--- src/soc_pkg.sv ---
// Example SoC shared definitions
package soc_pkg;

	// Bus widths
	localparam int W_ADDR  = 32;
	localparam int W_DATA  = 32;
	localparam int W_PADDR = 16;
	localparam int W_DIV   = 16;

	// Address map, regions are decoded on the top three bits
	localparam logic [W_ADDR-1:0] SRAM_BASE   = 32'h0000_0000;
	localparam logic [W_ADDR-1:0] UART_BASE   = 32'h4000_0000;
	localparam logic [W_ADDR-1:0] REGION_MASK = 32'he000_0000;

	localparam int SRAM_DEPTH_WORDS = 1024;

	// AHB-Lite transfer type and size codes
	localparam logic [1:0] HTRANS_IDLE   = 2'b00;
	localparam logic [1:0] HTRANS_NONSEQ = 2'b10;

	localparam logic [2:0] HSIZE_BYTE = 3'b000;
	localparam logic [2:0] HSIZE_HALF = 3'b001;
	localparam logic [2:0] HSIZE_WORD = 3'b010;

	// UART register offsets
	localparam logic [W_PADDR-1:0] UART_CSR = 16'h0;
	localparam logic [W_PADDR-1:0] UART_DIV = 16'h4;
	localparam logic [W_PADDR-1:0] UART_TX  = 16'h8;
	localparam logic [W_PADDR-1:0] UART_RX  = 16'hc;

	// CSR fields, busy and valid are read-only
	localparam int CSR_EN       = 0;
	localparam int CSR_IRQ_EN   = 1;
	localparam int CSR_TX_BUSY  = 8;
	localparam int CSR_RX_VALID = 9;

	// APB bridge FSM states
	localparam int W_BR_STATE = 3;
	localparam logic [W_BR_STATE-1:0] BR_IDLE   = 3'd0;
	localparam logic [W_BR_STATE-1:0] BR_SETUP  = 3'd1;
	localparam logic [W_BR_STATE-1:0] BR_ACCESS = 3'd2;
	localparam logic [W_BR_STATE-1:0] BR_ERR1   = 3'd3;
	localparam logic [W_BR_STATE-1:0] BR_ERR2   = 3'd4;

endpackage
--- src/ahbl_to_apb.sv ---
// AHB-Lite to APB bridge
`timescale 1ns/1ps

module ahbl_to_apb (
	input  logic                        clk,
	input  logic                        arst_n,

	// AHB-Lite target side
	input  logic [soc_pkg::W_ADDR-1:0]  haddr,
	input  logic                        hwrite,
	input  logic [1:0]                  htrans,
	input  logic                        hready,
	input  logic [soc_pkg::W_DATA-1:0]  hwdata,
	output logic                        hready_resp,
	output logic                        hresp,
	output logic [soc_pkg::W_DATA-1:0]  hrdata,

	// APB requester side
	output logic [soc_pkg::W_PADDR-1:0] paddr,
	output logic                        psel,
	output logic                        penable,
	output logic                        pwrite,
	output logic [soc_pkg::W_DATA-1:0]  pwdata,
	input  logic [soc_pkg::W_DATA-1:0]  prdata,
	input  logic                        pready,
	input  logic                        pslverr
);

	import soc_pkg::*;

	logic [W_BR_STATE-1:0] state;
	logic                  aphase;

	assign aphase = hready && htrans == HTRANS_NONSEQ;

	// -------------------------------------------------------------------------
	// Transfer FSM

	always_ff @(posedge clk or negedge arst_n) begin
		if (!arst_n) begin
			state <= BR_IDLE;
		end else begin
			case (state)
				// Idle and the error tail can both accept a new address phase
				BR_IDLE, BR_ERR2: begin
					state <= aphase ? BR_SETUP : BR_IDLE;
				end
				BR_SETUP: begin
					state <= BR_ACCESS;
				end
				BR_ACCESS: begin
					if (pready) begin
						state <= pslverr ? BR_ERR1 : BR_IDLE;
					end
				end
				BR_ERR1: begin
					state <= BR_ERR2;
				end
				default: begin
					state <= BR_IDLE;
				end
			endcase
		end
	end

	// Address and direction held from setup to completion
	always_ff @(posedge clk) begin
		if ((state == BR_IDLE || state == BR_ERR2) && aphase) begin
			paddr  <= haddr[W_PADDR-1:0];
			pwrite <= hwrite;
		end
	end

	// Read data returned on the cycle after pready
	always_ff @(posedge clk) begin
		if (state == BR_ACCESS && pready) begin
			hrdata <= prdata;
		end
	end

	// -------------------------------------------------------------------------
	// Outputs decoded from state

	assign psel        = state == BR_SETUP || state == BR_ACCESS;
	assign penable     = state == BR_ACCESS;
	assign hready_resp = state == BR_IDLE || state == BR_ERR2;
	assign hresp       = state == BR_ERR1 || state == BR_ERR2;

	// Master holds hwdata for the whole data phase
	assign pwdata = hwdata;

endmodule

--- config.mk ---
export PLATFORM = sky130hd
export DESIGN_NAME = ahbl_to_apb
export DESIGN_NICKNAME = d
export VERILOG_FILES = /design/src/soc_pkg.sv /design/src/ahbl_to_apb.sv
export SDC_FILE = /design/constraint.sdc
export NUM_CORES = 1
export LEC_CHECK = 0
export ABC_AREA = 0
export BUFFER_PORTS_ARGS = -buffer_cell sky130_fd_sc_hd__buf_2
export CELL_PAD_IN_SITES_DETAIL_PLACEMENT = 0
export CELL_PAD_IN_SITES_GLOBAL_PLACEMENT = 2
export CORE_MARGIN = 2
export CORE_UTILIZATION = 21
export DETAILED_ROUTE_END_ITERATION = 12
export HOLD_SLACK_MARGIN = 0.03
export PLACE_DENSITY = 0.83
export SLEW_MARGIN = 20
export SYNTH_ARGS = -nofsm -noshare
export SYNTH_HDL_FRONTEND = slang
export SYNTH_SLANG_ARGS = --single-unit
--- constraint.sdc ---
create_clock -name clk -period 4.5 [get_ports clk]
set_input_delay 1.125 -clock clk [delete_from_list [all_inputs] [get_ports clk]]
set_output_delay 1.125 -clock clk [all_outputs]
set_load 0.02 [all_outputs]
Yosys cells after proc, flatten, opt, wreduce, memory -nomap -nowiden
Index checks and enable logic that the tools add are counted.

storage, ports and cells
  register bits = 52
  word-level logic and storage cells = 22
  input port bits = 104
  output and inout bits = 85

cells by class
  reductions and logical operators = 8
  equal/unequal tests = 6
  muxes and demuxes = 4

operators by type and width
  cell                count
  $pmux 3 s4          1
  $eq 3x2->1 const B  2
  $eq 3x1->1 const B  1
  $eq 3x3->1 const B  1
  $logic_and 1x1->1   3
  $logic_not 3->1     1
  $logic_or 1x1->1    3
  $mux 3              1
  $eq 2x2->1 const B  1
  $mux 2              1
  $ne 2x1->1 const B  1
  $reduce_or 2->1     1
  $mux 1              1

Longest topological paths before layout
  depth in word-level cells = 4
  depth in mapped cells = 3
  gate-level depth less buffers = 3

Least setup slack after synthesis
OpenSTA, ideal clock, no wires.

  path type = in2out
  start = input port hwdata[0] (netlist name)
  end = output port pwdata[0] (netlist name)
  stages = 1
  arrival = 1259 ps
  path buffers = 1
  setup slack = 2116 ps
  data required time = 3375 ps
  path through = buf_4

RTL lines
  item             RTL line           RTL
  start, declared  ahbl_to_apb.sv:13  input logic [soc_pkg::W_DATA-1:0] hwdata,
  end, declared    ahbl_to_apb.sv:23  output logic [soc_pkg::W_DATA-1:0] pwdata,

No word-level cell between the ends.

Worst setup path in the final report
  start = register state[1]
  end = output port psel

on the way
  longest elaborated chain between the ends = 2
  elaborated cells between the ends (all ways) = 3
  classes of those cells = eq/ne: 2; reduce/logical: 1

ends and longest elaborated chain
  item                                      RTL line           RTL
  start, declared                           ahbl_to_apb.sv:31  logic [W_BR_STATE-1:0] state;
  start signal, assigned                    ahbl_to_apb.sv:46  state <= aphase ? BR_SETUP : BR_IDLE;
  start signal, assigned                    ahbl_to_apb.sv:53  state <= pslverr ? BR_ERR1 : BR_IDLE;
  $eq 3x1->1 or $eq 3x2->1 (tied branches)  ahbl_to_apb.sv:84  assign psel = state == BR_SETUP || state == BR_ACCESS;
  $logic_or 1x1->1 (*)                      ahbl_to_apb.sv:84
  end, declared                             ahbl_to_apb.sv:20  output logic psel,

Every way passes the cells marked *; elsewhere a longest branch is shown, timed or not.

==> flow_summary.toml <==
[status]
run_status = "finished clean"

[timing]
timing.final.crit_period_ps = 2450
setup_viol = 0
final-max-slew-violation-count = 0
final_min_period_over_clock_period = 0.545
max_slew.worst_pin.slew_ps = 811
grt_setup_unrepaired = "no"
setup_total_negative_slack_ps = 0
slew_headroom = 0.459
max_freq_mhz = 408
finalHoldViolations = 0
final.setup_skew_ps = 13.4

[worst_setup_path]
critPathRequiredTime_ps = 3380
crit-reg2reg-launch = "state[0]"
worstSetupEndpointType = "output port"
timing.critical_path.cells = "or2b_2 > a21oi_1 > buf_2"
rr_worst_depth = 2
cp_top_family = "flip-flops"
timing.critical_path.slowest_cell_delay_ps = 420
setup.reg_to_reg.worst_slack_ps = 2660
timing.critical_path.arrival_ps = 1330
start_to_end_type_of_the_worst_setup_path = "flop to output port"
timing.critical_path.from_type = "flop"
crit_buf_inv = 1
cp_max_fo = 5
critical_path.reg2reg.endpoint = "paddr[10]"
cpMaxStageDelayCell = "sky130_fd_sc_hd__dfrtp_1"

[routing]
vias = 1077
ant_nets = 0
wl_per_cell_microns = 12.9
route.detailed.drc = 0
route.detailed.vias_per_inst = 3.73
wirelength_microns = 3720
drt-initial-drc-count = 17
number_of_detailed_routing_iterations_run_before_antenna_repair = 4

[floorplan]
die_height_microns = 98.7
pin_count = 189
fp.dieArea_sq_mm = 0.00974
die-width_microns = 98.7
floorplan.initialDensity = 0.216
floorplan_core_area_sq_mm = 0.00872
fp-row-count = 34

[clocking]
ctsLongestPathBuffers = 2
h-tree-depth = 2
clock-sinks = 52
cts.reportedPaths.clkPinSlew_ps = 90
post-cts-setup-buffer-count = 0
tritoncts = "built"
post_cts.resized_instances = 0
numCtsBuffers = 5
cts.root.buffer_cell = "sky130_fd_sc_hd__clkbuf_8"
clkLatencyLatePin_ps = 300
cts_hold_repair.buffers = 0

[finish]
insertedDiodeCount = 0
layout.nets = 284
drive_gt1_frac = 0.663
syn2layout_area_growth_pct = 27.9
fin_area_sq_mm = 0.00241

[min_path]
whs_path_depth = 1
min_delay_worst_endpoint = "state[1]"
worstHoldPathType = "flop to flop"
worst_hold_startpoint = "state[2]"

[synth]
synth_area_sq_mm = 0.00188
ys_ff_latch = 52
synth_seq_area_share = 0.821
syn_area_per_cell_sq_um = 19.4
synth.net_count = 201
ys.warnings.count = 0
syn_inst = 97
synthDistinctLibCells = 13

[global_routing]
antenna_violations_before_repair = 0
global_route_wire_length_before_repair_microns = 5380
largest_net_degree_at_the_start_of_global_routing = 34
globalRoute.totalOverflow = 0
gr-usage-all-layers = 0.0735
grt_pass1_vias = 1088

[power_and_ir_drop]
worst_ir_drop_vdd_mv = 0.109
leakage_nw = 1.02
powerDensity_mw_per_mm2 = 450

[placed_design]
weighted_congestion_at_the_end_of_routability_driven_global_placement = 0.683
hpwl_microns = 2920
postPlaceCellArea_sq_mm = 0.00232
io_buffer_count = 108

[job]
timing.max_cap.violations = 0
==> layout make-up <==
type	instances	area, sq um
Inverter	1	3.75
Multi-Input combinational cell	12	92.6
Sequential cell	52	1550
Tap cell	108	135
Fill cell	900	6310
Clock inverter	3	21.3
Clock buffer	5	68.8
Timing Repair Buffer	108	541
==> metal layers <==
| metal | share of wire | up-vias | wire, microns | track usage |
|---|---|---|---|---|
| met3 | 0.12 | 17 | 463 | 0.0397 |
| met1 | 0.37 | 492 | 1380 | 0.0749 |
| met5 | 0 | - | 0 | 0 |
| met4 | 0.023 | 0 | 84 | 0.0411 |
| met2 | 0.48 | 86 | 1790 | 0.120 |
| li1 | - | 482 | - | - |
==> synth_stat cells, drive strengths merged <==
library cell / number / area, sq um
a21o: 3 / 22.5
and3b: 1 / 10.0
dfrtp: 3 / 75.1
inv: 1 / 3.75
nand2b: 1 / 6.26
buf: 32 / 240
nor2: 1 / 3.75
and4b: 1 / 10.0
or2b: 1 / 8.76
a21oi: 2 / 10.0
and2: 1 / 8.76
edfxtp: 49 / 1470
nor3b: 1 / 12.5
==> logic make-up (layout without fill, tap and decap cells) <==
kind of cell	count (synthesis)	in the layout	share of synthesized area
simple gates	7	7	0.0319
compound gates	5	5	0.0173
flops	52	52	0.821
buf+inv	33	117	0.130
==> state kept, by name, summed over array words and instances, names as in the netlist <==
name,flops
hrdata,32
state,3
pwrite,1
paddr,16
==> power by group <==
| group | total (mW) | leakage, nW | internal [mW] | switching, mW |
|---|---|---|---|---|
| Clock | 0.266 | 0.0445 | 0.111 | 0.155 |
| Sequential | 0.609 | 0.488 | 0.593 | 0.0156 |
| Combinational | 0.208 | 0.490 | 0.0694 | 0.139 |
==> how the worst max path moves through the flow <==
stage	startpoint	end	slack, ps	cells after the start
after floorplan	hwdata[0]	pwdata[0]	2120	1
after global placement	htrans[0]	paddr[6]	2070	2
after detailed placement	htrans[0]	paddr[5]	2030	2
after CTS	state[1]	psel	2020	3
after global routing	state[1]	psel	1970	3
final	state[1]	psel	2050	3
==> placed cells by master, fill, tap and decap left out <==
cell and count:
sky130_fd_sc_hd__a21o_1 3, sky130_fd_sc_hd__a21oi_1 2, sky130_fd_sc_hd__and2_4 1, sky130_fd_sc_hd__and3b_2 1, sky130_fd_sc_hd__and4b_1 1, sky130_fd_sc_hd__buf_2 108, sky130_fd_sc_hd__clkbuf_8 5, sky130_fd_sc_hd__clkinv_2 1
sky130_fd_sc_hd__clkinvlp_4 1, sky130_fd_sc_hd__dfrtp_1 3, sky130_fd_sc_hd__edfxtp_1 49, sky130_fd_sc_hd__inv_1 1, sky130_fd_sc_hd__inv_6 1, sky130_fd_sc_hd__nand2b_1 1, sky130_fd_sc_hd__nor2_1 1, sky130_fd_sc_hd__nor3b_2 1
sky130_fd_sc_hd__or2b_2 1
==> stage by stage <==
stage | setup WS (ps) | total power [mW] | hold WS [ps] | util | cells
after CTS | 2020 | 1.11 | 541 | 0.276 | 289
after global placement | 2070 | 0.829 | 503 | 0.266 | 281
after floorplan | 2120 | 0.784 | 471 | - | 97
final | 2050 | 1.08 | 534 | 0.276 | 289
after detailed placement | 2030 | 0.836 | 525 | 0.266 | 281
after global routing | 1970 | 1.14 | 559 | 0.276 | 289
(Power assumes the default switching activity.)
