**config.mk**
```make
export PLATFORM = sky130hd
export DESIGN_NAME = ahbl_splitter
export DESIGN_NICKNAME = d
export VERILOG_FILES = /design/src/soc_pkg.sv /design/src/ahbl_splitter.sv
export SDC_FILE = /design/constraint.sdc
export NUM_CORES = 1
export LEC_CHECK = 0
export BUFFER_PORTS_ARGS = -buffer_cell sky130_fd_sc_hd__clkbuf_2
export CAP_MARGIN = 20
export CORE_AREA = 5 5 94 96
export CTS_CLUSTER_SIZE = 10
export DETAILED_ROUTE_END_ITERATION = 7
export DIE_AREA = 0 0 99 101
export PLACE_DENSITY = 0.52
export SYNTH_ARGS = -nofsm -noshare
export SYNTH_HDL_FRONTEND = slang
export SYNTH_SLANG_ARGS = --single-unit
```
**constraint.sdc**
```tcl
create_clock -name clk -period 2 [get_ports clk]
set_input_delay 0.6 -clock clk [delete_from_list [all_inputs] [get_ports clk]]
set_output_delay 0.6 -clock clk [all_outputs]
set_load 0.03 [all_outputs]
```
**src/soc_pkg.sv**
```systemverilog
// Example SoC shared definitions
package soc_pkg;

	// Bus widths
	localparam int W_ADDR  = 32;
	localparam int W_DATA  = 32;
	localparam int W_PADDR = 16;
	localparam int W_DIV   = 16;

	// Address map, regions are decoded on the top three bits
	localparam logic [W_ADDR-1:0] SRAM_BASE   = 32'h0000_0000;
	localparam logic [W_ADDR-1:0] UART_BASE   = 32'h4000_0000;
	localparam logic [W_ADDR-1:0] REGION_MASK = 32'he000_0000;

	localparam int SRAM_DEPTH_WORDS = 1024;

	// AHB-Lite transfer type and size codes
	localparam logic [1:0] HTRANS_IDLE   = 2'b00;
	localparam logic [1:0] HTRANS_NONSEQ = 2'b10;

	localparam logic [2:0] HSIZE_BYTE = 3'b000;
	localparam logic [2:0] HSIZE_HALF = 3'b001;
	localparam logic [2:0] HSIZE_WORD = 3'b010;

	// UART register offsets
	localparam logic [W_PADDR-1:0] UART_CSR = 16'h0;
	localparam logic [W_PADDR-1:0] UART_DIV = 16'h4;
	localparam logic [W_PADDR-1:0] UART_TX  = 16'h8;
	localparam logic [W_PADDR-1:0] UART_RX  = 16'hc;

	// CSR fields, busy and valid are read-only
	localparam int CSR_EN       = 0;
	localparam int CSR_IRQ_EN   = 1;
	localparam int CSR_TX_BUSY  = 8;
	localparam int CSR_RX_VALID = 9;

	// APB bridge FSM states
	localparam int W_BR_STATE = 3;
	localparam logic [W_BR_STATE-1:0] BR_IDLE   = 3'd0;
	localparam logic [W_BR_STATE-1:0] BR_SETUP  = 3'd1;
	localparam logic [W_BR_STATE-1:0] BR_ACCESS = 3'd2;
	localparam logic [W_BR_STATE-1:0] BR_ERR1   = 3'd3;
	localparam logic [W_BR_STATE-1:0] BR_ERR2   = 3'd4;

endpackage
```
**src/ahbl_splitter.sv**
```systemverilog
// AHB-Lite address splitter
`timescale 1ns/1ps

module ahbl_splitter (
	input  logic                        clk,
	input  logic                        arst_n,

	// Upstream master
	input  logic [soc_pkg::W_ADDR-1:0]  src_haddr,
	input  logic                        src_hwrite,
	input  logic [1:0]                  src_htrans,
	input  logic [2:0]                  src_hsize,
	input  logic [soc_pkg::W_DATA-1:0]  src_hwdata,
	output logic                        src_hready,
	output logic                        src_hresp,
	output logic [soc_pkg::W_DATA-1:0]  src_hrdata,

	// Shared downstream request
	output logic [soc_pkg::W_ADDR-1:0]  dst_haddr,
	output logic                        dst_hwrite,
	output logic [2:0]                  dst_hsize,
	output logic [soc_pkg::W_DATA-1:0]  dst_hwdata,
	output logic                        dst_hready,

	// SRAM target
	output logic [1:0]                  sram_htrans,
	input  logic                        sram_hready_resp,
	input  logic                        sram_hresp,
	input  logic [soc_pkg::W_DATA-1:0]  sram_hrdata,

	// APB bridge target
	output logic [1:0]                  apb_htrans,
	input  logic                        apb_hready_resp,
	input  logic                        apb_hresp,
	input  logic [soc_pkg::W_DATA-1:0]  apb_hrdata
);

	import soc_pkg::*;

	logic sel_sram;
	logic sel_apb;
	logic aphase;
	// Owner of the current data phase, at most one set
	logic dp_sram;
	logic dp_apb;
	logic dp_err;
	// Second cycle of an error response
	logic err_second;

	// -------------------------------------------------------------------------
	// Address phase decode

	assign sel_sram = (src_haddr & REGION_MASK) == SRAM_BASE;
	assign sel_apb  = (src_haddr & REGION_MASK) == UART_BASE;
	assign aphase   = src_hready && src_htrans == HTRANS_NONSEQ;

	// Request fields are shared, only htrans is steered
	assign dst_haddr   = src_haddr;
	assign dst_hwrite  = src_hwrite;
	assign dst_hsize   = src_hsize;
	assign dst_hwdata  = src_hwdata;
	assign dst_hready  = src_hready;
	assign sram_htrans = sel_sram ? src_htrans : HTRANS_IDLE;
	assign apb_htrans  = sel_apb ? src_htrans : HTRANS_IDLE;

	// -------------------------------------------------------------------------
	// Data phase ownership

	always_ff @(posedge clk or negedge arst_n) begin
		if (!arst_n) begin
			dp_sram    <= 1'b0;
			dp_apb     <= 1'b0;
			dp_err     <= 1'b0;
			err_second <= 1'b0;
		end else if (src_hready) begin
			// New owner taken only when the previous data phase ends
			dp_sram    <= aphase && sel_sram;
			dp_apb     <= aphase && sel_apb;
			dp_err     <= aphase && !sel_sram && !sel_apb;
			err_second <= 1'b0;
		end else if (dp_err) begin
			err_second <= 1'b1;
		end
	end

	// Response steering back to the master
	always_comb begin
		if (dp_err) begin
			src_hready = err_second;
			src_hresp  = 1'b1;
		end else if (dp_sram) begin
			src_hready = sram_hready_resp;
			src_hresp  = sram_hresp;
		end else if (dp_apb) begin
			src_hready = apb_hready_resp;
			src_hresp  = apb_hresp;
		end else begin
			// No transfer in flight
			src_hready = 1'b1;
			src_hresp  = 1'b0;
		end
	end

	assign src_hrdata = dp_apb ? apb_hrdata : sram_hrdata;

endmodule

```
* Word-level counts from Yosys, hierarchy flattened
Cells that the tools add are included.
** Storage, ports and cells
- Bits in read-only memories :: 0
- Bits in latches :: 0
- Word-level logic and storage cells :: 26
- Memories :: 0
- RAM bits :: 0
- Bits in registers :: 4
** Cells by class
- Multipliers :: 0
- Bitwise logic cells :: 0
- Order comparisons :: 0
- $add $sub $neg :: 0
- Multiplexer cells :: 11
- Equality and inequality tests :: 2
- Shift-type cells :: 0
- Div/mod/pow operators :: 0
- Reduce and logical (&&, ||, !) cells :: 9
** Operators with widths (count)
- $logic_not A32 Y1 :: 1
- $mux W32 :: 1
- $mux W1 :: 8
- $logic_and A1 B1 Y1 :: 5
- $mux W2 :: 2
- $eq A3 B2 Y1 const B :: 1
- $eq A2 B2 Y1 const B :: 1
- $logic_not A1 Y1 :: 2
- $reduce_bool A2 Y1 :: 1

* Logic depth before layout (Yosys ltp)
- Word-level depth :: 6
- Depth in mapped cells :: 4
- Depth with buffers taken out :: 3

* Worst setup path before layout
No wires, ideal clock.
- Path type :: input -> output
- Start point :: input apb_hready_resp
- End point :: output src_hready
- Slack :: 12 ps
- Path buffers :: 1
- Arrival time :: 1388 ps
- Stages :: 3
- Path through :: nor3b_4 > o31ai_4 > buf_4
** Between the ends
- Word-level cells in the longest chain between the ends :: 3
** Ends and longest elaborated chain
- start: declaration :: line ahbl_splitter.sv:33 : input logic apb_hready_resp,
- $mux W1 :: line ahbl_splitter.sv:94 : end else if (dp_apb) begin
- $mux W1 :: line ahbl_splitter.sv:91 : end else if (dp_sram) begin
- $mux W1 :: line ahbl_splitter.sv:88 : if (dp_err) begin
- end: declaration :: line ahbl_splitter.sv:14 : output logic src_hready,
Every way passes these cells.

* Final worst setup path
- Start point :: register dp_apb
- End point :: output src_hrdata[7] (netlist bit)
** Between the ends
- Word-level cells in the longest chain between the ends :: 1
** Ends and longest elaborated chain
- start: declaration :: line ahbl_splitter.sv:45 : logic dp_apb;
- start signal: assignment :: line ahbl_splitter.sv:78 : dp_apb <= aphase && sel_apb;
- $mux W32 :: line ahbl_splitter.sv:104 : assign src_hrdata = dp_apb ? apb_hrdata : sram_hrdata;
- end: declaration :: line ahbl_splitter.sv:16 : output logic [soc_pkg::W_DATA-1:0] src_hrdata,
Every way passes these cells.

==> impl_metrics.sql <==
INSERT INTO impl_metrics (metric_group, metric, value, unit) VALUES
('finish', 'layout.nets', '326', ''),
('timing', 'timing.setup.tns', '0', 'ps'),
('drt', 'drt-initial-drc-count', '10', ''),
('timing', 'final-hold-violation-count', '0', ''),
('drt', 'drcViolationCount', '0', ''),
('clock_network', 'count_of_hold_fix_buffers_inserted_at_cts', '0', ''),
('global_routing', 'grt_start_max_net_pins', '30', ''),
('worst_setup_path', 'critPathMaxFanout', '14', ''),
('clock_network', 'clock_sink_count', '4', ''),
('drt', 'vias_per_cell', '3.78', ''),
('finish', 'fin_util', '18.4', '%'),
('drt', 'drt-wirelength-per-cell', '15.8', 'microns'),
('finish', 'filler_cells', '903', ''),
('yosys', 'synth-seq-cells', '4', ''),
('yosys', 'synth.distinct_cells', '20', ''),
('worst_setup_path', 'worst-setup-path-type', 'reg2out', ''),
('finish', 'fraction_of_layout_cells_with_a_size_suffix_above_1', '87.5', '%'),
('die', 'design.core.area', '0.00797', 'sq mm'),
('worst_setup_path', 'timing.critical_path.to_type', 'primary output', ''),
('yosys', 'avgSynthCellArea', '8.94', 'sq um'),
('clock_network', 'clk_path_buf_depth', '2', ''),
('finish', 'area_taken_by_multi_input_logic_gates', '544', 'sq um'),
('drt', 'postRouteAntennaNets', '0', ''),
('worst_setup_path', 'worst_r2r_path_depth', '4', ''),
('clock_network', 'cts_made_buffers', '3', ''),
('drt', 'routed-via-count', '1091', ''),
('power_and_ir_drop', 'cellPowerDensity', '608', 'mW/mm^2'),
('power_and_ir_drop', 'total_leakage_power', '0.776', 'nW'),
('worst_setup_path', 'cp.required', '1400', 'ps'),
('placed_design', 'port_buffers', '116', ''),
('die', 'chipHeight', '101', 'microns'),
('finish', 'antenna_cells_inserted', '0', ''),
('timing', 'timing.clock.skew', '0.870', 'ps'),
('global_routing', 'overflow', '0', ''),
('power_and_ir_drop', 'max-vdd-ir-drop', '0.000230', 'V'),
('worst_setup_path', 'startpoint', 'dp_apb$_DFFE_PN0N_', ''),
('timing', 'max_slew.worst_pin.slew', '363', 'ps'),
('drt', 'routed_wire_length', '4580', 'microns'),
('clock_network', 'post-cts-setup-buffer-count', '0', ''),
('placed_design', 'hpwlAfterDp', '4050', 'microns'),
('clock_network', 'clock-root-buffer', 'clkbuf_8', ''),
('yosys', 'syn-instance-count', '133', ''),
('global_routing', 'grt_antenna_before_repair', '0', ''),
('die', 'die_w', '99', 'microns'),
('global_routing', 'global_route_usage_over_all_layers', '7.84', '%'),
('placed_design', 'routabilityCongestion', '0.720', ''),
('die', 'design.die.area', '0.0100', 'sq mm'),
('clock_network', 'clock_insertion_delay_worst_skew', '210', 'ps'),
('yosys', 'synth.yosys.warnings', '0', ''),
('worst_setup_path', 'critPathArrivalTime', '1360', 'ps'),
('yosys', 'syn-num-nets', '273', ''),
('global_routing', 'grt_pass1_wl', '6220', 'microns'),
('die', 'core.rowCount', '33', ''),
('timing', 'final.min_clock_period', '1960', 'ps'),
('worst_setup_path', 'crit-reg2reg-capture', 'dp_sram$_DFFE_PN0N_', ''),
('clock_network', 'clock_pin_slew_worst_setup_and_hold_paths', '30', 'ps'),
('timing', 'maxSlewHeadroom', '75.4', '%'),
('die', 'io_pins', '247', ''),
('worst_setup_path', 'worst_setup_path_start_kind', 'register', ''),
('clock_network', 'ctsHtreeMaxLevel', '1', ''),
('outcome', 'outcome', 'finished, final reports clean', ''),
('die', 'floorplan.initialDensity', '14.9', '%'),
('finish', 'synthToLayoutAreaGrowth', '23.6', '%'),
('drt', 'drt-pass1-iter-count', '2', ''),
('timing', 'layout_worst_path_cycle_share', '98.2', '%'),
('timing', 'grt_setup_unrepaired', 'true', ''),
('timing', 'setup_viol_count_final', '0', ''),
('worst_setup_path', 'rr_startpoint', 'dp_apb$_DFFE_PN0N_', ''),
('timing', 'max_clock_freq', '509', 'MHz'),
('timing', 'timing_max_transition_violations_final', '0', ''),
('global_routing', 'grt_pass1_vias', '1182', ''),
('finish', 'regArea', '101', 'sq um'),
('yosys', 'synth_sequential_area_ratio', '8.42', '%'),
('clock_network', 'cts_tree', 'done', ''),
('worst_setup_path', 'ff2ff_setup_slack', '530', 'ps'),
('worst_hold_path', 'hold_path.class', 'in2async', ''),
('yosys', 'post_synthesis_cell_area', '0.00119', 'sq mm'),
('run', 'cap_viol_max_count', '0', '');
-- cell families after synthesis --
| family | after synthesis | share of synthesized area, % |
|---|---|---|
| and+or+nand+nor | 17 | 9.05 |
| AOI/OAI and AO/OA | 5 | 3.89 |
| buffers and inverters | 73 | 45.8 |
| DFF | 4 | 8.42 |
| muxes | 34 | 32.8 |
-- flip-flops by register name, summed over array words and instances (netlist names) --
name	flops
dp_apb	1
dp_err	1
dp_sram	1
err_second	1
-- cell type report --
type | count | share of cell area (%)
multi-input combinational | 56 | 37.1
sequential | 4 | 6.90
clock buffer | 3 | 2.81
timing repair buffer | 121 | 44.3
tap | 105 | 8.94
-- per-stage QoR --
| step | hold slack [ps] | power [W] | area [sq um] | std cells | setup slack, ps |
|---|---|---|---|---|---|
| 4_1_cts | 187 | 0.000899 | 1440 | 288 | 1.40 |
| 3_3_place_gp | 412 | 0.000721 | 1400 | 285 | 129 |
| 2_1_floorplan | 304 | 0.000773 | 1190 | 133 | 11.9 |
| 6_report | 186 | 0.000893 | 1470 | 289 | 35.2 |
| 3_5_place_dp | 414 | 0.000724 | 1400 | 285 | 56.2 |
| 5_1_grt | 195 | 0.000942 | 1470 | 289 | -21.0 |
-- Yosys cell counts (all sizes together) --
master | number | area (sq um)
a21bo | 1 | 10.0
a21oi | 1 | 5.00
and2 | 2 | 12.5
and3 | 2 | 12.5
buf | 73 | 544
dfrtp | 4 | 100
mux2 | 34 | 390
nand2 | 3 | 11.3
nand2b | 2 | 12.5
nor2 | 2 | 7.51
nor2b | 2 | 12.5
nor3 | 1 | 5.00
nor3b | 1 | 18.8
nor4 | 1 | 6.26
nor4b | 1 | 8.76
o21ai | 2 | 10.0
o31ai | 1 | 21.3
-- critical path, cell delays in order, from the launching register on --
cell and delay [ps]:
dfrtp_2 430, clkbuf_16 200, mux2_2 330, buf_2 180
-- cell usage in the layout, fill, tap and decap left out, types with 2 or more instances in the layout --
master and n:
mux2_2 32, mux2_4 2, o21ai_0 2, buf_4 4, dfrtp_1 3, nand2_1 3, nor2_1 2, buf_2 29
clkbuf_2 86, and3_1 2, and2_1 2, clkbuf_8 3, nand2b_1 2, nor2b_1 2
-- metal layers --
layer | up-vias | track usage [%] | wire [microns]
li1 | 483 | - | -
met1 | 450 | 6.85 | 1390
met2 | 124 | 14.0 | 2190
met3 | 34 | 4.01 | 739
met4 | 0 | 5.15 | 263
met5 | - | 0 | 0
-- report_power, final --
group          switching [W]  leakage (nW)  internal (W)
Combinational       0.000338         0.703      0.000254
Clock              0.0000398        0.0216      0.000128
Sequential         0.0000284        0.0513      0.000104
Total               0.000406         0.776      0.000487
-- what timing repair did --
item,CTS,global route
cloned,0,1
endpoints found under the setup margin,1,28
gates resized for setup,1,31
-- how the worst max path moves through the flow --
stage | end | slack, ps
floorplan | src_hready | 10
global route | src_hrdata[7] | -20
CTS | src_hrdata[29] | 1
detailed placement | sram_htrans[0] | 60
global placement | apb_htrans[1] | 130
finish | src_hrdata[7] | 40
Power figures use the tool's default switching activity.
