[src/soc_pkg.sv]
// Example SoC shared definitions
package soc_pkg;

	// Bus widths
	localparam int W_ADDR  = 32;
	localparam int W_DATA  = 32;
	localparam int W_PADDR = 16;
	localparam int W_DIV   = 16;

	// Address map, regions are decoded on the top three bits
	localparam logic [W_ADDR-1:0] SRAM_BASE   = 32'h0000_0000;
	localparam logic [W_ADDR-1:0] UART_BASE   = 32'h4000_0000;
	localparam logic [W_ADDR-1:0] REGION_MASK = 32'he000_0000;

	localparam int SRAM_DEPTH_WORDS = 1024;

	// AHB-Lite transfer type and size codes
	localparam logic [1:0] HTRANS_IDLE   = 2'b00;
	localparam logic [1:0] HTRANS_NONSEQ = 2'b10;

	localparam logic [2:0] HSIZE_BYTE = 3'b000;
	localparam logic [2:0] HSIZE_HALF = 3'b001;
	localparam logic [2:0] HSIZE_WORD = 3'b010;

	// UART register offsets
	localparam logic [W_PADDR-1:0] UART_CSR = 16'h0;
	localparam logic [W_PADDR-1:0] UART_DIV = 16'h4;
	localparam logic [W_PADDR-1:0] UART_TX  = 16'h8;
	localparam logic [W_PADDR-1:0] UART_RX  = 16'hc;

	// CSR fields, busy and valid are read-only
	localparam int CSR_EN       = 0;
	localparam int CSR_IRQ_EN   = 1;
	localparam int CSR_TX_BUSY  = 8;
	localparam int CSR_RX_VALID = 9;

	// APB bridge FSM states
	localparam int W_BR_STATE = 3;
	localparam logic [W_BR_STATE-1:0] BR_IDLE   = 3'd0;
	localparam logic [W_BR_STATE-1:0] BR_SETUP  = 3'd1;
	localparam logic [W_BR_STATE-1:0] BR_ACCESS = 3'd2;
	localparam logic [W_BR_STATE-1:0] BR_ERR1   = 3'd3;
	localparam logic [W_BR_STATE-1:0] BR_ERR2   = 3'd4;

endpackage
[src/uart_mini.sv]
// Minimal APB UART
`timescale 1ns/1ps

module uart_mini (
	input  logic                        clk,
	input  logic                        arst_n,

	// APB target
	input  logic                        psel,
	input  logic                        penable,
	input  logic                        pwrite,
	input  logic [soc_pkg::W_PADDR-1:0] paddr,
	input  logic [soc_pkg::W_DATA-1:0]  pwdata,
	output logic [soc_pkg::W_DATA-1:0]  prdata,
	output logic                        pready,
	output logic                        pslverr,

	// Serial line and interrupt
	input  logic                        rx,
	output logic                        tx,
	output logic                        irq
);

	import soc_pkg::*;

	logic             apb_wr;
	logic             apb_rd;
	logic             tx_start;
	logic             rd_rx;
	// Control registers
	logic             en;
	logic             irq_en;
	logic [W_DIV-1:0] div;
	// Transmitter
	logic             tx_busy;
	logic [9:0]       tx_shift;
	logic [3:0]       tx_bit_cnt;
	logic [W_DIV-1:0] tx_div_cnt;
	// Receiver
	logic             rx_s1;
	logic             rx_s2;
	logic             rx_busy;
	logic [3:0]       rx_bit_cnt;
	logic [W_DIV-1:0] rx_div_cnt;
	logic             rx_tick;
	logic [7:0]       rx_shift;
	logic [7:0]       rx_hold;
	logic             rx_valid;

	// -------------------------------------------------------------------------
	// Register access

	assign apb_wr   = psel && penable && pwrite;
	assign apb_rd   = psel && penable && !pwrite;
	assign tx_start = apb_wr && paddr == UART_TX && !tx_busy && en;
	assign rd_rx    = apb_rd && paddr == UART_RX;
	assign pready   = 1'b1;
	// TX write while a frame is going out is dropped
	assign pslverr  = apb_wr && paddr == UART_TX && tx_busy;

	always_ff @(posedge clk or negedge arst_n) begin
		if (!arst_n) begin
			en     <= 1'b0;
			irq_en <= 1'b0;
			div    <= '0;
		end else if (apb_wr && paddr == UART_CSR) begin
			en     <= pwdata[CSR_EN];
			irq_en <= pwdata[CSR_IRQ_EN];
		end else if (apb_wr && paddr == UART_DIV) begin
			div <= pwdata[W_DIV-1:0];
		end
	end

	always_comb begin
		prdata = '0;
		case (paddr)
			UART_CSR: begin
				prdata[CSR_EN]       = en;
				prdata[CSR_IRQ_EN]   = irq_en;
				prdata[CSR_TX_BUSY]  = tx_busy;
				prdata[CSR_RX_VALID] = rx_valid;
			end
			UART_DIV: prdata[W_DIV-1:0] = div;
			UART_RX:  prdata[7:0] = rx_hold;
			default:  prdata = '0;
		endcase
	end

	// -------------------------------------------------------------------------
	// Transmitter

	// Frame is stop, data, start and shifts out from bit 0
	always_ff @(posedge clk or negedge arst_n) begin
		if (!arst_n) begin
			tx_busy    <= 1'b0;
			tx_shift   <= '1;
			tx_bit_cnt <= '0;
			tx_div_cnt <= '0;
		end else if (tx_start) begin
			tx_busy    <= 1'b1;
			tx_shift   <= {1'b1, pwdata[7:0], 1'b0};
			tx_bit_cnt <= '0;
			tx_div_cnt <= div;
		end else if (tx_busy) begin
			if (tx_div_cnt == '0) begin
				// Bit period over, each lasts div+1 cycles
				tx_div_cnt <= div;
				tx_shift   <= {1'b1, tx_shift[9:1]};
				tx_bit_cnt <= tx_bit_cnt + 4'd1;
				if (tx_bit_cnt == 4'd9) begin
					tx_busy <= 1'b0;
				end
			end else begin
				tx_div_cnt <= tx_div_cnt - W_DIV'(1);
			end
		end
	end

	assign tx = tx_shift[0];

	// -------------------------------------------------------------------------
	// Receiver

	assign rx_tick = rx_busy && rx_div_cnt == '0;

	always_ff @(posedge clk or negedge arst_n) begin
		if (!arst_n) begin
			rx_s1      <= 1'b1;
			rx_s2      <= 1'b1;
			rx_busy    <= 1'b0;
			rx_bit_cnt <= '0;
			rx_div_cnt <= '0;
			rx_valid   <= 1'b0;
			irq        <= 1'b0;
		end else begin
			rx_s1 <= rx;
			rx_s2 <= rx_s1;
			irq   <= rx_valid && irq_en;
			if (rd_rx) begin
				rx_valid <= 1'b0;
			end
			if (!rx_busy) begin
				// Start bit seen, first sample lands mid-bit
				if (en && !rx_s2) begin
					rx_busy    <= 1'b1;
					rx_bit_cnt <= '0;
					rx_div_cnt <= div >> 1;
				end
			end else if (!rx_tick) begin
				rx_div_cnt <= rx_div_cnt - W_DIV'(1);
			end else begin
				rx_div_cnt <= div;
				rx_bit_cnt <= rx_bit_cnt + 4'd1;
				if (rx_bit_cnt == 4'd0 && rx_s2) begin
					// Glitch, not a real start bit
					rx_busy <= 1'b0;
				end else if (rx_bit_cnt == 4'd9) begin
					rx_busy <= 1'b0;
					// Byte only kept with a valid stop bit
					if (rx_s2) begin
						rx_valid <= 1'b1;
					end
				end
			end
		end
	end

	// Data bits arrive LSB first
	always_ff @(posedge clk) begin
		if (rx_tick && rx_bit_cnt != 4'd0 && rx_bit_cnt != 4'd9) begin
			rx_shift <= {rx_s2, rx_shift[7:1]};
		end
		if (rx_tick && rx_bit_cnt == 4'd9 && rx_s2) begin
			rx_hold <= rx_shift;
		end
	end

endmodule

[config.mk]
export PLATFORM = sky130hd
export DESIGN_NAME = uart_mini
export DESIGN_NICKNAME = d
export VERILOG_FILES = /design/src/soc_pkg.sv /design/src/uart_mini.sv
export SDC_FILE = /design/constraint.sdc
export NUM_CORES = 1
export LEC_CHECK = 0
export ABC_AREA = 0
export BUFFER_PORTS_ARGS = -buffer_cell sky130_fd_sc_hd__buf_2
export CAP_MARGIN = 20
export CORE_MARGIN = 3
export CORE_UTILIZATION = 40
export DETAILED_ROUTE_END_ITERATION = 6
export PLACE_DENSITY = 0.65
export SKIP_CTS_REPAIR_TIMING = 1
export SLEW_MARGIN = 20
export SYNTH_ARGS = -nofsm -noshare
export SYNTH_HDL_FRONTEND = slang
export SYNTH_SLANG_ARGS = --single-unit
export TNS_END_PERCENT = 5
[constraint.sdc]
create_clock -name clk -period 2.4 [get_ports clk]
set_input_delay 0.12 -clock clk [delete_from_list [all_inputs] [get_ports clk]]
set_output_delay 0.12 -clock clk [all_outputs]
set_load 0.05 [all_outputs]
### Word-level counts from Yosys, hierarchy flattened

Cells that the tools add are included.

| word-level totals | value |
|---|---|
| flip-flop bits (word level) | 90 |
| bits in latches | 0 |
| bits in writable memories | 0 |
| ROM bits | 0 |
| input bits | 54 |
| output and inout bits | 36 |
| memories kept | 0 |

| operators by class | value |
|---|---|
| add/subtract/negate cells | 4 |
| multipliers | 0 |
| divide/modulo/power cells | 0 |
| $lt $le $gt $ge | 0 |
| equal/unequal tests | 7 |
| shifts and indexed selects | 0 |
| muxes and demuxes | 34 |
| bitwise gates (word level) | 1 |
| reduce and logical (&&, ||, !) cells | 32 |

Operators with widths:

| kind | number |
|---|---|
| 16-bit 2-to-1 mux | 6 |
| 16-bit logical NOT | 3 |
| 16-bit by 4-bit equality test with 1-bit output (second input constant) | 2 |
| 16-bit by 1-bit subtractor with 16-bit output (second input constant) | 2 |
| 10-bit 2-to-1 mux | 3 |
| 4-bit 2-to-1 mux | 6 |
| 1-bit logical AND | 18 |
| 16-bit by 3-bit equality test with 1-bit output (second input constant) | 1 |
| 1-bit 2-to-1 mux | 15 |
| 6-bit case mux with 2 select lines | 1 |
| 4-bit by 1-bit adder with 4-bit output (second input constant) | 2 |
| 4-bit equality test (second input constant) | 2 |
| 6-bit 2-to-1 mux | 1 |
| 2-bit case mux with 3 select lines | 1 |
| 2-bit AND reduction | 3 |
| 2-bit nonzero test | 3 |
| 4-bit logical NOT | 1 |
| 4-bit != test (second input constant) | 1 |
| 2-bit case mux with 2 select lines | 1 |
| 4-bit nonzero test | 1 |
| 1-bit logical NOT | 3 |
| 2-bit by 1-bit != test with 1-bit output (second input constant) | 1 |
| 1-bit NOT | 1 |

### Logic depth before layout (Yosys ltp)

Gate-level depths: netlist (run 1).

| depth | value |
|---|---|
| word-level depth | 9 |
| gate-level depth with buffers | 8 |
| gate-level depth less buffers | 7 |

### Least setup slack after synthesis (run 1)

OpenSTA, ideal clock, no wires.

| path | value |
|---|---|
| kind | register -> register |
| start point | register rx_div_cnt[8] |
| end point | register rx_hold[0] (enable) |
| setup time | 0.398 ns |
| data arrival time | 2.223 ns |
| setup slack | -0.221 ns |
| stages on the path, launching flop included | 5 |
| buffers on the path | 0 |
| cell sequence | dfrtp_1 > or4_4 > nor2_1 > nand3_1 > nor4_1 |

| on the way | value |
|---|---|
| cells in the longest elaborated chain, start to end | 4 |

RTL lines:

| item | line | source |
|---|---|---|
| from (decl) | uart_mini.sv:44 | `logic [W_DIV-1:0] rx_div_cnt;` |
| from (signal assigned) | uart_mini.sv:147 | `rx_div_cnt <= div >> 1;` |
| from (signal assigned) | uart_mini.sv:150 | `rx_div_cnt <= rx_div_cnt - W_DIV'(1);` |
| from (signal assigned) | uart_mini.sv:152 | `rx_div_cnt <= div;` |
| 16-bit logical NOT | uart_mini.sv:124 | `assign rx_tick = rx_busy && rx_div_cnt == '0;` |
| 1-bit logical AND | uart_mini.sv:124 |  |
| 1-bit logical AND (2 in a row) | uart_mini.sv:173 | `if (rx_tick && rx_bit_cnt == 4'd9 && rx_s2) begin` |
| to (signal assigned) | uart_mini.sv:174 | `rx_hold <= rx_shift;` |
| to (decl) | uart_mini.sv:47 | `logic [7:0] rx_hold;` |

Every way passes these cells.
A chain may end at the register's enable or synchronous reset.

### Worst setup path after layout (run 1)

| path | value |
|---|---|
| start point | register rx_div_cnt[8] |
| end point | register rx_div_cnt[6] |

| on the way | value |
|---|---|
| cells in the longest elaborated chain, start to end | 4 |

RTL lines:

| item | line | source |
|---|---|---|
| 16-bit logical NOT | uart_mini.sv:124 |  |
| 1-bit logical AND | uart_mini.sv:124 |  |
| 16-bit 2-to-1 mux | uart_mini.sv:149 | `end else if (!rx_tick) begin` |
| 16-bit 2-to-1 mux | uart_mini.sv:142 | `if (!rx_busy) begin` |

Every way passes these cells.

==> results.md, run 1 <==
- Status: completed
- Drt total wl: 11800 um
- Sequential-to-total area share from yosys stat: 46.6%
- Type of element launching the critical path: register
- Port Buffers: 56
- Site Rows: 40
- Worst Path Buf+Inv: 1
- Rel. slew slack: approximately 57%
- Synthesis-to-layout area growth: 17.2%
- Clk_skew: 0.00791 ns
- Per-cell routed wire length: about 16 um
- Crit path DAT: 2.54 ns
- Hold Path Class: in2reg
- Flop pwr share: roughly 48%
- Internal: roughly 2400 uW
- CTS Buf Count: 9
- Via count: 3929
- Number of global-route vias before repair: between 3000 and 4000
- Initial core utilization: 41.1%
- First-pass GRT wire length: 19700 um
- Crit Path Category: reg2reg
- Hold WS: 0.00258 ns
- WP data required: 2.66 ns
- Clock transition at the registers of the reported paths: 0.07 ns
- Share of post-route cells with drive strength above 1: 25.4%
- Max clock buf depth: 2
- DIE WIDTH: 118 um
- Synth warn: 0
- Worst-margin pin slew: roughly 0.65 ns
- Post-synthesis async set-or-reset flop share: 82.0%
- DRC errors left: 0
- Critical path endpoint category: register
- Post-DP HPWL: between 8000 and 9000 um
- CP Cell Sequence: or4_4 > or4b_4 > nor4_4 > buf_4 > nor2_1 > o22ai_1
- CTS H-tree lvls: 3
- Initial DRT Pass Iterations: 5
- Post-layout min period: between 2 and 2.5 ns
- Most frequent cells in the layout: 62 x dfrtp_1, 56 x buf_2, 40 x nor2_1, 40 x nand2_1, 26 x mux2i_1
- Clock sinks: 89
- Boundary Pins: 90
- Via density: about 5.4
- Core Util, Final: 48.2%
- Yosys top cell area share: 31.2%
- Final #Nets: 624
- Main synth FF type: dfrtp_1
- Max Cap Viol: 0
- Sw Pwr: between 700 and 800 uW
- Slowest cell delay on critical path: around 0.58 ns
- Largest net degree at the start of global routing: between 40 and 50
- CTS tree: done
- Mapped cell area: between 0.004 and 0.005 sq mm
- Final Max Slew Viols: 0
- Unrepaired setup endpoints after global routing: false
- Final worst-path cycle share: between 90% and 100%
- Global-route usage over all layers: 17.3%
- Cell Pwr Density: between 500 and 600 mW/mm^2
- Combinational power share: 7.0%
- EDFF count, synth: 16
- Number of library cell types mapped by synthesis: 66
- Root Buffer: clkbuf_16
- Clk Latency, worst-skew pair: ~0.34 ns
- Cell family with most CP delay: simple AND/OR/NAND/NOR gates
- Ant diodes: 0
- Antenna-violating nets left: 0
- Worst-path fanout max: 5
- Avg Cell Area, Syn: 10.1 sq um
- Fmax: 437 MHz
- Sw Ratio: 24.5%
- Initial antenna violation count: 0
- Most common cell after layout, fill and taps aside: dfrtp_1
- GP Congestion: 0.880
- Detailed Route Iter0 Violations: about 290
- Final setup vio count: 0
- Worst vdd ir: 0.555 mV
- Yosys reg bits: just under 90
- Die area: approximately 0.014 sq mm
- Synth top area cells: dfrtp_1 31%, edfxtp_1 9.6%, dfstp_2 5.8%
- Final Hold Viols: 0
- Pleak: between 0.002 and 0.003 uW
- Leading area contributor after synthesis: dfrtp_1
- Die H: 118 um
- GR Overflow Total: 0
- Core area: 0.0121 sq mm
- Clock network power share: between 40% and 50%
- Syn Inst Count: ~500
- Sum Neg Setup Slack: 0 ns
- Slowest library cell on the worst path: or4_4
final timing paths:
| check | cells past startpoint | to | startpoint | slack (ns) |
|---|---|---|---|---|
| hold / removal | 3 | tx_shift[8] | pwdata[7] | 0.003 |
| hold reg to reg | 0 | rx_s2 | rx_s1 | 0.36 |
| setup / recovery | 6 | rx_div_cnt[6] | rx_div_cnt[8] | 0.11 |
| min in group asynchronous | 2 | tx_bit_cnt[2] | arst_n | 0.34 |
| max in group asynchronous | 3 | tx_shift[8] | arst_n | 1.35 |
| setup reg to reg | 6 | rx_div_cnt[6] | rx_div_cnt[8] | 0.11 |
state kept, by name (all words and copies together) (netlist names), 4 cells and up:
register / count
tx_div_cnt: 16
rx_bit_cnt: 4
tx_bit_cnt: 4
tx_shift: 9
rx_shift: 8
rx_div_cnt: 16
rx_hold: 8
div: 16
worst reg2reg max path, cell delays in order (launching register included):
cell,delay [ns]
dfrtp_1,0.42
or4_4,0.58
or4b_4,0.57
nor4_4,0.25
buf_4,0.19
nor2_1,0.05
o22ai_1,0.16
per-stage QoR:
| stage | total power, uW | area (sq um) | instances | setup slack, ns |
|---|---|---|---|---|
| 3_5_place_dp | 1810 | 5490 | 714 | 0.0803 |
| 2_1_floorplan | 1740 | 5040 | 507 | 0.0536 |
| 6_report | 3250 | 5830 | 734 | 0.114 |
| 3_3_place_gp | 1800 | 5490 | 714 | 0.130 |
| 5_1_grt | 3380 | 5830 | 734 | 0.00423 |
| 4_1_cts | 3280 | 5800 | 730 | 0.0721 |
kinds of logic after synthesis:
kind of cell | share of synthesized area (%)
fa+ha+maj | 2.26
buf+inv | 6.03
xor+xnor | 2.99
flops | 46.6
mux | 10.2
simple gates | 18.7
other cells | 0.151
compound gates | 13.1
routing by layer:
metal | routed length, um | share of wire (%) | track usage (%) | vias to the layer above
li1 | - | - | - | 1883
met1 | 5800 | 49 | 25.5 | 1880
met2 | 5140 | 43 | 25.3 | 151
met3 | 695 | 5.9 | 4.28 | 15
met4 | 210 | 1.8 | 4.76 | 0
met5 | 0 | 0 | 0 | -
cell usage after synthesis, types with 3 or more instances:
| master | number |
|---|---|
| nand4_1 | 6 |
| and2_1 | 13 |
| xor2_1 | 7 |
| nand3b_1 | 4 |
| mux2_2 | 22 |
| dfstp_2 | 11 |
| or2_2 | 3 |
| buf_4 | 17 |
| nor3_1 | 14 |
| nand2b_1 | 6 |
| xnor2_1 | 10 |
| nand2_1 | 40 |
| mux2i_1 | 26 |
| and4_1 | 3 |
| o31ai_1 | 4 |
| a21oi_1 | 18 |
| o211ai_1 | 5 |
| a221oi_1 | 4 |
| a22o_1 | 7 |
| o21ai_0 | 20 |
| inv_1 | 16 |
| edfxtp_1 | 16 |
| and3_1 | 6 |
| buf_2 | 4 |
| clkbuf_1 | 17 |
| o22ai_1 | 6 |
| dfrtp_1 | 62 |
| ha_1 | 9 |
| nand3_1 | 12 |
| nor2_1 | 40 |
| nor4_1 | 7 |
| a211oi_1 | 10 |
power groups by stage:
stage                     registers [uW]  logic, uW  clock network (uW)
after floorplan                     1580        167                   0
after global placement              1580        222                   0
after detailed placement            1580        225                   0
after CTS                           1550        227                1510
after global routing                1550        250                1570
final                               1550        228                1470
layout make-up:
cell class                 instances  area, sq um
inverter                          16         60.1
tap                              168          210
clock buffer                       9          225
fill                            1156         6280
sequential                        89         2320
timing repair buffer              84          508
multi-input combinational        361         2430
clock inverter                     7         83.8
Note: power is estimated with default switching activity, not from simulation.
==> run 2, diff against run 1 <==
- ABC_AREA: 0 -> 1
- PLACE_DENSITY: 0.65 -> 0.71
==> run 2 against run 1 <==
The run now ends with hold timing left. Core utilization down 0.98 points. Sequential power about the same. Cell area up 3.3%. Routed wire length up 9.1%. Critical endpoint is now rx_hold[2]. Highest routed layer unchanged.
==> results.md, run 2 <==
- Status: complete, but fails checks (was completed)
- Failing checks: hold timing
- WP data required: 2.48 ns (was 2.66 ns)
- Filler cells: 1265 (was 1156)
- Final worst slack: 0.332 ns (was 0.114 ns)
- Most common cell after layout, fill and taps aside: nand2_1 (was dfrtp_1)
- Post-DP HPWL: 9240 um (was 8420 um)
- Min-Delay Startpoint: pwdata[15] (was pwdata[7])
- Cell family with most CP delay: simple AND/OR/NAND/NOR gates (unchanged)
- Most frequent cells after synthesis: 163 x nand2_1, 93 x inv_1, 81 x nand3_1 (was 62 x dfrtp_1, 40 x nand2_1, 40 x nor2_1)
- Slowest library cell on the worst path: dfrtp_1 (was or4_4)
- CTS H-tree lvls: 3 (unchanged)
- Main synth FF type: dfrtp_1 (unchanged)
- Initial DRT Pass Iterations: 5 (unchanged)
- CP Cell Sequence: inv_1 > ha_1 > nand4_1 > nor2_4 > nand2_4 > or2_1 > nor2_1 > buf_4 (was or4_4 > or4b_4 > nor4_4 > buf_4 > nor2_1 > o22ai_1)
- Reg2reg setup slack: 0.33 ns (was 0.11 ns)
- Initial antenna violation count: 0 (unchanged)
- GR Overflow Total: 0 (unchanged)
- Type of element launching the critical path: register (unchanged)
- Leading area contributor after synthesis: dfrtp_1 (unchanged)
- R2r endpoint: rx_hold[2] (was rx_div_cnt[6])
- Clk_skew: 0.0140 ns (was 0.00791 ns)
- Number of library cell types mapped by synthesis: 39 (was 66)
- Clk Latency, worst-skew pair: 0.36 ns (was 0.34 ns)
- Synth warn: 0 (unchanged)
- Hold path endpoint: div[15] (was tx_shift[8])
- Global-route usage over all layers: 18.1% (was 17.3%)
- First-pass GRT wire length: 21100 um (was 19700 um)
- Synthesis-to-layout area growth: 14.0% (was 17.2%)
- EDFF count, synth: 16 (unchanged)
- Largest net degree at the start of global routing: 74 (was 48)
- Final Max Slew Viols: 0 (unchanged)
- Via count: 4669 (was 3929)
- Most frequent cells in the layout: 163 x nand2_1, 93 x inv_1, 81 x nand3_1 (was 62 x dfrtp_1, 56 x buf_2, 40 x nor2_1, 40 x nand2_1, 26 x mux2i_1)
- Final #Nets: 811 (was 624)
- Registers with the most flip-flops: div (16), rx_div_cnt (16), tx_div_cnt (16) (unchanged)
- Max clock buf depth: 2 (unchanged)
- Via density: 5.05 (was 5.35)
- Yosys top cell area share: 29.3% (was 31.2%)
- Sum Neg Setup Slack: 0 ns (unchanged)
- Worst Path Buf+Inv: 2 (was 1)
- Root Buffer: clkbuf_16 (unchanged)
- Yosys reg bits: 89 (unchanged)
- Die area: 0.0146 sq mm (was 0.0138 sq mm)
- Total power: 3130 uW (was 3250 uW)
- FF-to-FF Start: rx_div_cnt[0] (was rx_div_cnt[8])
- Slowest cell delay on critical path: 0.40 ns (was 0.58 ns)
- Port Buffers: 56 (unchanged)
- Site Rows: 41 (was 40)
- Clock transition at the registers of the reported paths: 0.08 ns (was 0.07 ns)
- CTS tree: done (unchanged)
- Cell Pwr Density: 519 mW/mm^2 (was 556 mW/mm^2)
- Number of global-route vias before repair: 4257 (was 3835)
- Synth top area cells: dfrtp_1 29%, nand2_1 12%, edfxtp_1 9.1% (was dfrtp_1 31%, edfxtp_1 9.6%, dfstp_2 5.8%)
- Crit path DAT: 2.15 ns (was 2.54 ns)
- GP Congestion: 0.861 (was 0.880)
- Worst-path fanout max: 14 (was 5)
- DIE WIDTH: 121 um (was 118 um)
- Initial core utilization: 41.4% (was 41.1%)
- Core Util, Final: 47.2% (was 48.2%)
- Ant diodes: 0 (unchanged)
- Final Hold Viols: 2 (was 0)
- Avg Cell Area, Syn: 7.69 sq um (was 10.1 sq um)
- FF-to-FF path depth: 8 (was 6)
- Pleak: 0.00288 uW (was 0.00268 uW)
- Critical path endpoint category: register (unchanged)
- Hold Path Class: in2reg (unchanged)
- Final worst-path cycle share: 86.2% (was 95.3%)
- Clock sinks: 89 (unchanged)
- Hold WS: -0.0172 ns (was 0.00258 ns)
- Crit Path Category: reg2reg (unchanged)
- Core area: 0.0128 sq mm (was 0.0121 sq mm)
- Die H: 121 um (was 118 um)
- Post-layout min period: 2.07 ns (was 2.29 ns)
- Drt total wl: 12900 um (was 11800 um)
- Boundary Pins: 90 (unchanged)
- Rel. slew slack: 37.4% (was 57.0%)
- Worst vdd ir: 0.336 mV (was 0.555 mV)
- Final setup vio count: 0 (unchanged)
- Fmax: 484 MHz (was 437 MHz)
- Max Cap Viol: 0 (unchanged)
- Antenna-violating nets left: 0 (unchanged)
- Worst-margin pin slew: 0.940 ns (was 0.646 ns)
- Syn Inst Count: 688 (was 492)
- Detailed Route Iter0 Violations: 331 (was 293)
- Hold Crit Depth: 3 (unchanged)
- Share of post-route cells with drive strength above 1: 16.3% (was 25.4%)
- Per-cell routed wire length: 14.0 um (was 16.1 um)
- Mapped cell area: 0.00529 sq mm (was 0.00498 sq mm)
- Unrepaired setup endpoints after global routing: false (unchanged)
- Sequential-to-total area share from yosys stat: 43.9% (was 46.6%)
- DP Worst Slack: 0.367 ns (was 0.0803 ns)
- DRC errors left: 0 (unchanged)
- Post-synthesis async set-or-reset flop share: 82.0% (unchanged)
- Most numerous cell in the Yosys netlist: nand2_1 (was dfrtp_1)
- CTS Buf Count: 9 (unchanged)
## run 2: cell count changes after synthesis, moves of 16 or more
cell | before | now
nand3_1 | 12 | 81
mux2_2 | 22 | 0
nor2_1 | 40 | 56
mux2i_1 | 26 | 0
nand2_1 | 40 | 163
inv_1 | 16 | 93
o21ai_0 | 20 | 53
## run 2: worst max-delay path by stage
stage                       start         end  slack (ns)  cells after the start
floorplan                 tx_busy     pslverr        0.19                      4
global placement    rx_div_cnt[0]  rx_hold[4]        0.41                      8
detailed placement  rx_div_cnt[0]  rx_hold[4]        0.37                      8
CTS                 rx_div_cnt[0]  rx_hold[6]        0.36                      8
global route        rx_div_cnt[0]  rx_hold[0]        0.19                      8
finish              rx_div_cnt[0]  rx_hold[2]        0.33                      8
## run 2: final cells by class
| cell class | instances | area [sq um] | share of cell area [%] |
|---|---|---|---|
| Clock buffer | 9 | 225 | 3.74 |
| Clock inverter | 7 | 81.3 | 1.35 |
| Inverter | 94 | 353 | 5.85 |
| Multi-Input combinational cell | 485 | 2440 | 40.6 |
| Sequential cell | 89 | 2320 | 38.5 |
| Tap cell | 172 | 215 | 3.57 |
| Timing Repair Buffer | 69 | 388 | 6.43 |
## run 2: cells by family after synthesis
| logic type | Yosys count | synth area share (%) |
|---|---|---|
| AO/OA/AOI/OAI | 93 | 9.72 |
| XOR/XNOR | 12 | 1.99 |
| adder cells (fa/ha/maj) | 9 | 2.13 |
| buffers and inverters | 129 | 11.0 |
| flip-flops | 89 | 43.9 |
| other | 2 | 0.142 |
| AND/OR/NAND/NOR | 354 | 31.2 |
## run 2: layer usage
metal / routed length, um / vias to the layer above / GRT usage (%)
met4: 169 / 0 / 5.10
met3: 715 / 14 / 2.98
met5: 0 / - / 0
met2: 5850 / 153 / 27.8
li1: - / 2313 / -
met1: 6190 / 2189 / 26.6
## run 2: through the flow
stage               instances  area (sq um)
floorplan                 703          5350
global placement          906          5690
detailed placement        906          5690
CTS                       922          6000
global route              925          6030
finish                    925          6030
## run 2: power breakdown
group	leakage, uW	switching, uW	internal (uW)
sequential	0.000907	4.98	1540
clock	0.000150	692	744
combinational	0.00182	115	33.8
total	0.00288	811	2320
## run 2: tightest hold or removal path, stage by stage
cell	delay (ns)
buf_2	0.08
nand2_1	0.04
o21ai_0	0.06
==> run 3, diff against run 2 <==
- CELL_PAD_IN_SITES_DETAIL_PLACEMENT: unset -> 0
- CELL_PAD_IN_SITES_GLOBAL_PLACEMENT: unset -> 1
- CORE_UTILIZATION: 40 -> 37
- PLACE_DENSITY: 0.71 -> 0.85
- RECOVER_POWER: unset -> 25
==> run 3 against run 2 <==
The run ends with capacitance limit, slew limit left. Flip-flop and latch count unchanged. Worst hold slack improved by 0.019 ns. Clock skew fell by 0.0048 ns. Routed wire length is 3.0% higher. Worst setup slack improved by 0.018 ns. Via count down 1.0%. Fmax grew 0.88%. Sequential share of layout area is essentially flat. Non-clock buffer count is 1 higher. Critical path type unchanged.
==> results.md, run 3 (synthesized netlist as in run 2, its figures left out) <==
- Worst Path Buf+Inv: 2 (unchanged)
- Internal: 2400 uW (was 2320 uW)
- Share of post-route cells with drive strength above 1: 15.8% (was 16.3%)
- DP Worst Slack: 0.379 ns (was 0.367 ns)
- Worst-path fanout max: 16 (was 14)
- Fmax: 488 MHz (was 484 MHz)
- Pleak: 0.00287 uW (was 0.00288 uW)
- Core area: 0.0139 sq mm (was 0.0128 sq mm)
- Cell family with most CP delay: simple AND/OR/NAND/NOR gates (unchanged)
- Crit Path Category: reg2reg (unchanged)
- Final Max Slew Viols: 71 (was 0)
- Most common cell after layout, fill and taps aside: nand2_1 (unchanged)
- Sw Pwr: 748 uW (was 811 uW)
- Filler cells: 1457 (was 1265)
- Max Cap Viol: 1 (was 0)
- Final setup vio count: 0 (unchanged)
- Unrepaired setup endpoints after global routing: false (unchanged)
- CTS H-tree lvls: 3 (unchanged)
- Final Hold Viols: 0 (was 2)
- Clock network power share: 46.2% (was 45.9%)
- Slowest library cell on the worst path: dfrtp_1 (unchanged)
- FF-to-FF path depth: 8 (unchanged)
- Sum Neg Setup Slack: 0 ns (unchanged)
- Global-route usage over all layers: 17.3% (was 18.1%)
- Detailed Route Iter0 Violations: 378 (was 331)
- Flop pwr share: 49.1% (was 49.4%)
- Final #Nets: 812 (was 811)
- Worst vdd ir: 0.439 mV (was 0.336 mV)
- Largest net degree at the start of global routing: 71 (was 74)
- Port Buffers: 56 (unchanged)
- Site Rows: 43 (was 41)
- Post-DP HPWL: 9690 um (was 9240 um)
- GP Congestion: 0.822 (was 0.861)
- First-pass GRT wire length: 22300 um (was 21100 um)
- DRC errors left: 0 (unchanged)
- CTS Buf Count: 9 (unchanged)
- Via count: 4620 (was 4669)
- Final worst slack: 0.350 ns (was 0.332 ns)
- Type of element launching the critical path: register (unchanged)
- Critical path depth: 8 (unchanged)
- Initial antenna violation count: 0 (unchanged)
- DIE WIDTH: 126 um (was 121 um)
- Final worst-path cycle share: 85.4% (was 86.2%)
- Per-cell routed wire length: 14.3 um (was 14.0 um)
- Antenna-violating nets left: 0 (unchanged)
- Clk_skew: 0.00917 ns (was 0.0140 ns)
- Clock sinks: 89 (unchanged)
- Registers with the most flip-flops: div (16), rx_div_cnt (16), tx_div_cnt (16) (unchanged)
- Hold WS: 0.00212 ns (was -0.0172 ns)
- WP data required: 2.45 ns (was 2.48 ns)
- GR Overflow Total: 0 (unchanged)
- CTS tree: done (unchanged)
- Finished Cell Area: 0.00603 sq mm (about the same)
- Cell Pwr Density: 521 mW/mm^2 (was 519 mW/mm^2)
- Placed Area: 0.00572 sq mm (was 0.00569 sq mm)
- Most frequent cells in the layout: 163 x nand2_1, 93 x inv_1, 81 x nand3_1 (unchanged)
- Initial core utilization: 38.0% (was 41.4%)
- Post-layout min period: 2.05 ns (was 2.07 ns)
- Drt total wl: 13300 um (was 12900 um)
- Combinational power share: 4.7% (about the same)
- Boundary Pins: 90 (unchanged)
- Slowest cell delay on critical path: 0.40 ns (about the same)
- Ant diodes: 0 (unchanged)
- Via density: 4.95 (was 5.05)
- Rel. slew slack: -17.3% (was 37.4%)
- Root Buffer: clkbuf_16 (unchanged)
- Hold Path Class: in2reg (unchanged)
- Critical path endpoint category: register (unchanged)
- Clk Latency, worst-skew pair: 0.35 ns (was 0.36 ns)
- Clock transition at the registers of the reported paths: 0.07 ns (was 0.08 ns)
- Status: complete, but fails checks (unchanged)
- Sw Ratio: 23.8% (was 25.9%)
- Crit path DAT: 2.10 ns (was 2.15 ns)
- Number of global-route vias before repair: 4564 (was 4257)
- Die area: 0.0158 sq mm (was 0.0146 sq mm)
- Worst-margin pin slew: 1.76 ns (was 0.940 ns)
- Hold Crit Depth: 3 (unchanged)
- Die H: 126 um (was 121 um)
- CP Cell Sequence: inv_1 > ha_1 > nand4_1 > nor2_4 > nand2_4 > or2_1 > nor2_1 > buf_4 (unchanged)
- Initial DRT Pass Iterations: 5 (unchanged)
- Max clock buf depth: 2 (unchanged)
- Synthesis-to-layout area growth: 14.1% (was 14.0%)
- Failing checks: capacitance limit, slew limit (was hold timing)
## run 3: cell count changes in the layout (fill, tap and decap cells not counted), sizes merged
| cell | before | now |
|---|---|---|
| bufinv | 0 | 1 |
| clkbuf | 9 | 13 |
| clkinv | 4 | 1 |
| clkinvlp | 0 | 2 |
| inv | 97 | 96 |
| buf | 66 | 64 |
## run 3: stage by stage
step                instances  utilization [%]  total power (uW)
floorplan                 703                -              1670
global placement          915             41.1              1720
detailed placement        915             41.1              1720
CTS                       931             43.2              3190
global route              934             43.3              3260
finish                    934             43.3              3140
## run 3: power groups by stage
stage | Clock, uW | Sequential [uW] | Combinational (uW)
after floorplan | 0 | 1570 | 101
after global placement | 0 | 1570 | 147
after detailed placement | 0 | 1570 | 147
after CTS | 1490 | 1540 | 147
after global routing | 1550 | 1540 | 163
final | 1450 | 1540 | 148
## run 3: worst paths after layout
check,from,endpoint,slack [ns]
worst max-delay path,rx_div_cnt[0],rx_hold[5],0.35
worst min-delay path,pwdata[10],div[10],0.002
worst max register to register,rx_div_cnt[0],rx_hold[5],0.35
worst min register to register,rx_s1,rx_s2,0.36
max in group asynchronous,arst_n,irq,0.56
min in group asynchronous,arst_n,tx_div_cnt[11],0.79
## run 3: metal layers
metal	global-route usage, %	up-vias	part of all wire, %	wire length [um]
li1	-	2320	-	-
met1	24.9	2145	48	6410
met2	26.2	142	44	5850
met3	3.76	13	6.5	863
met4	5.04	0	1.5	198
met5	0	-	0	0
## run 3: area by class of cell
class	count	area, sq um	share of cell area, %
multi-input combinational	485	2430	40.3
sequential	89	2320	38.5
timing repair buffer	70	400	6.63
inverter	94	353	5.85
clock buffer	10	229	3.79
tap	180	225	3.73
clock inverter	6	73.8	1.22
## run 3: tightest hold or removal path: cells and delay by family
kind | cells | cell delay, ns
buffers and inverters | 1 | 0.08
AOI/OAI and AO/OA | 1 | 0.06
and+or+nand+nor | 1 | 0.04
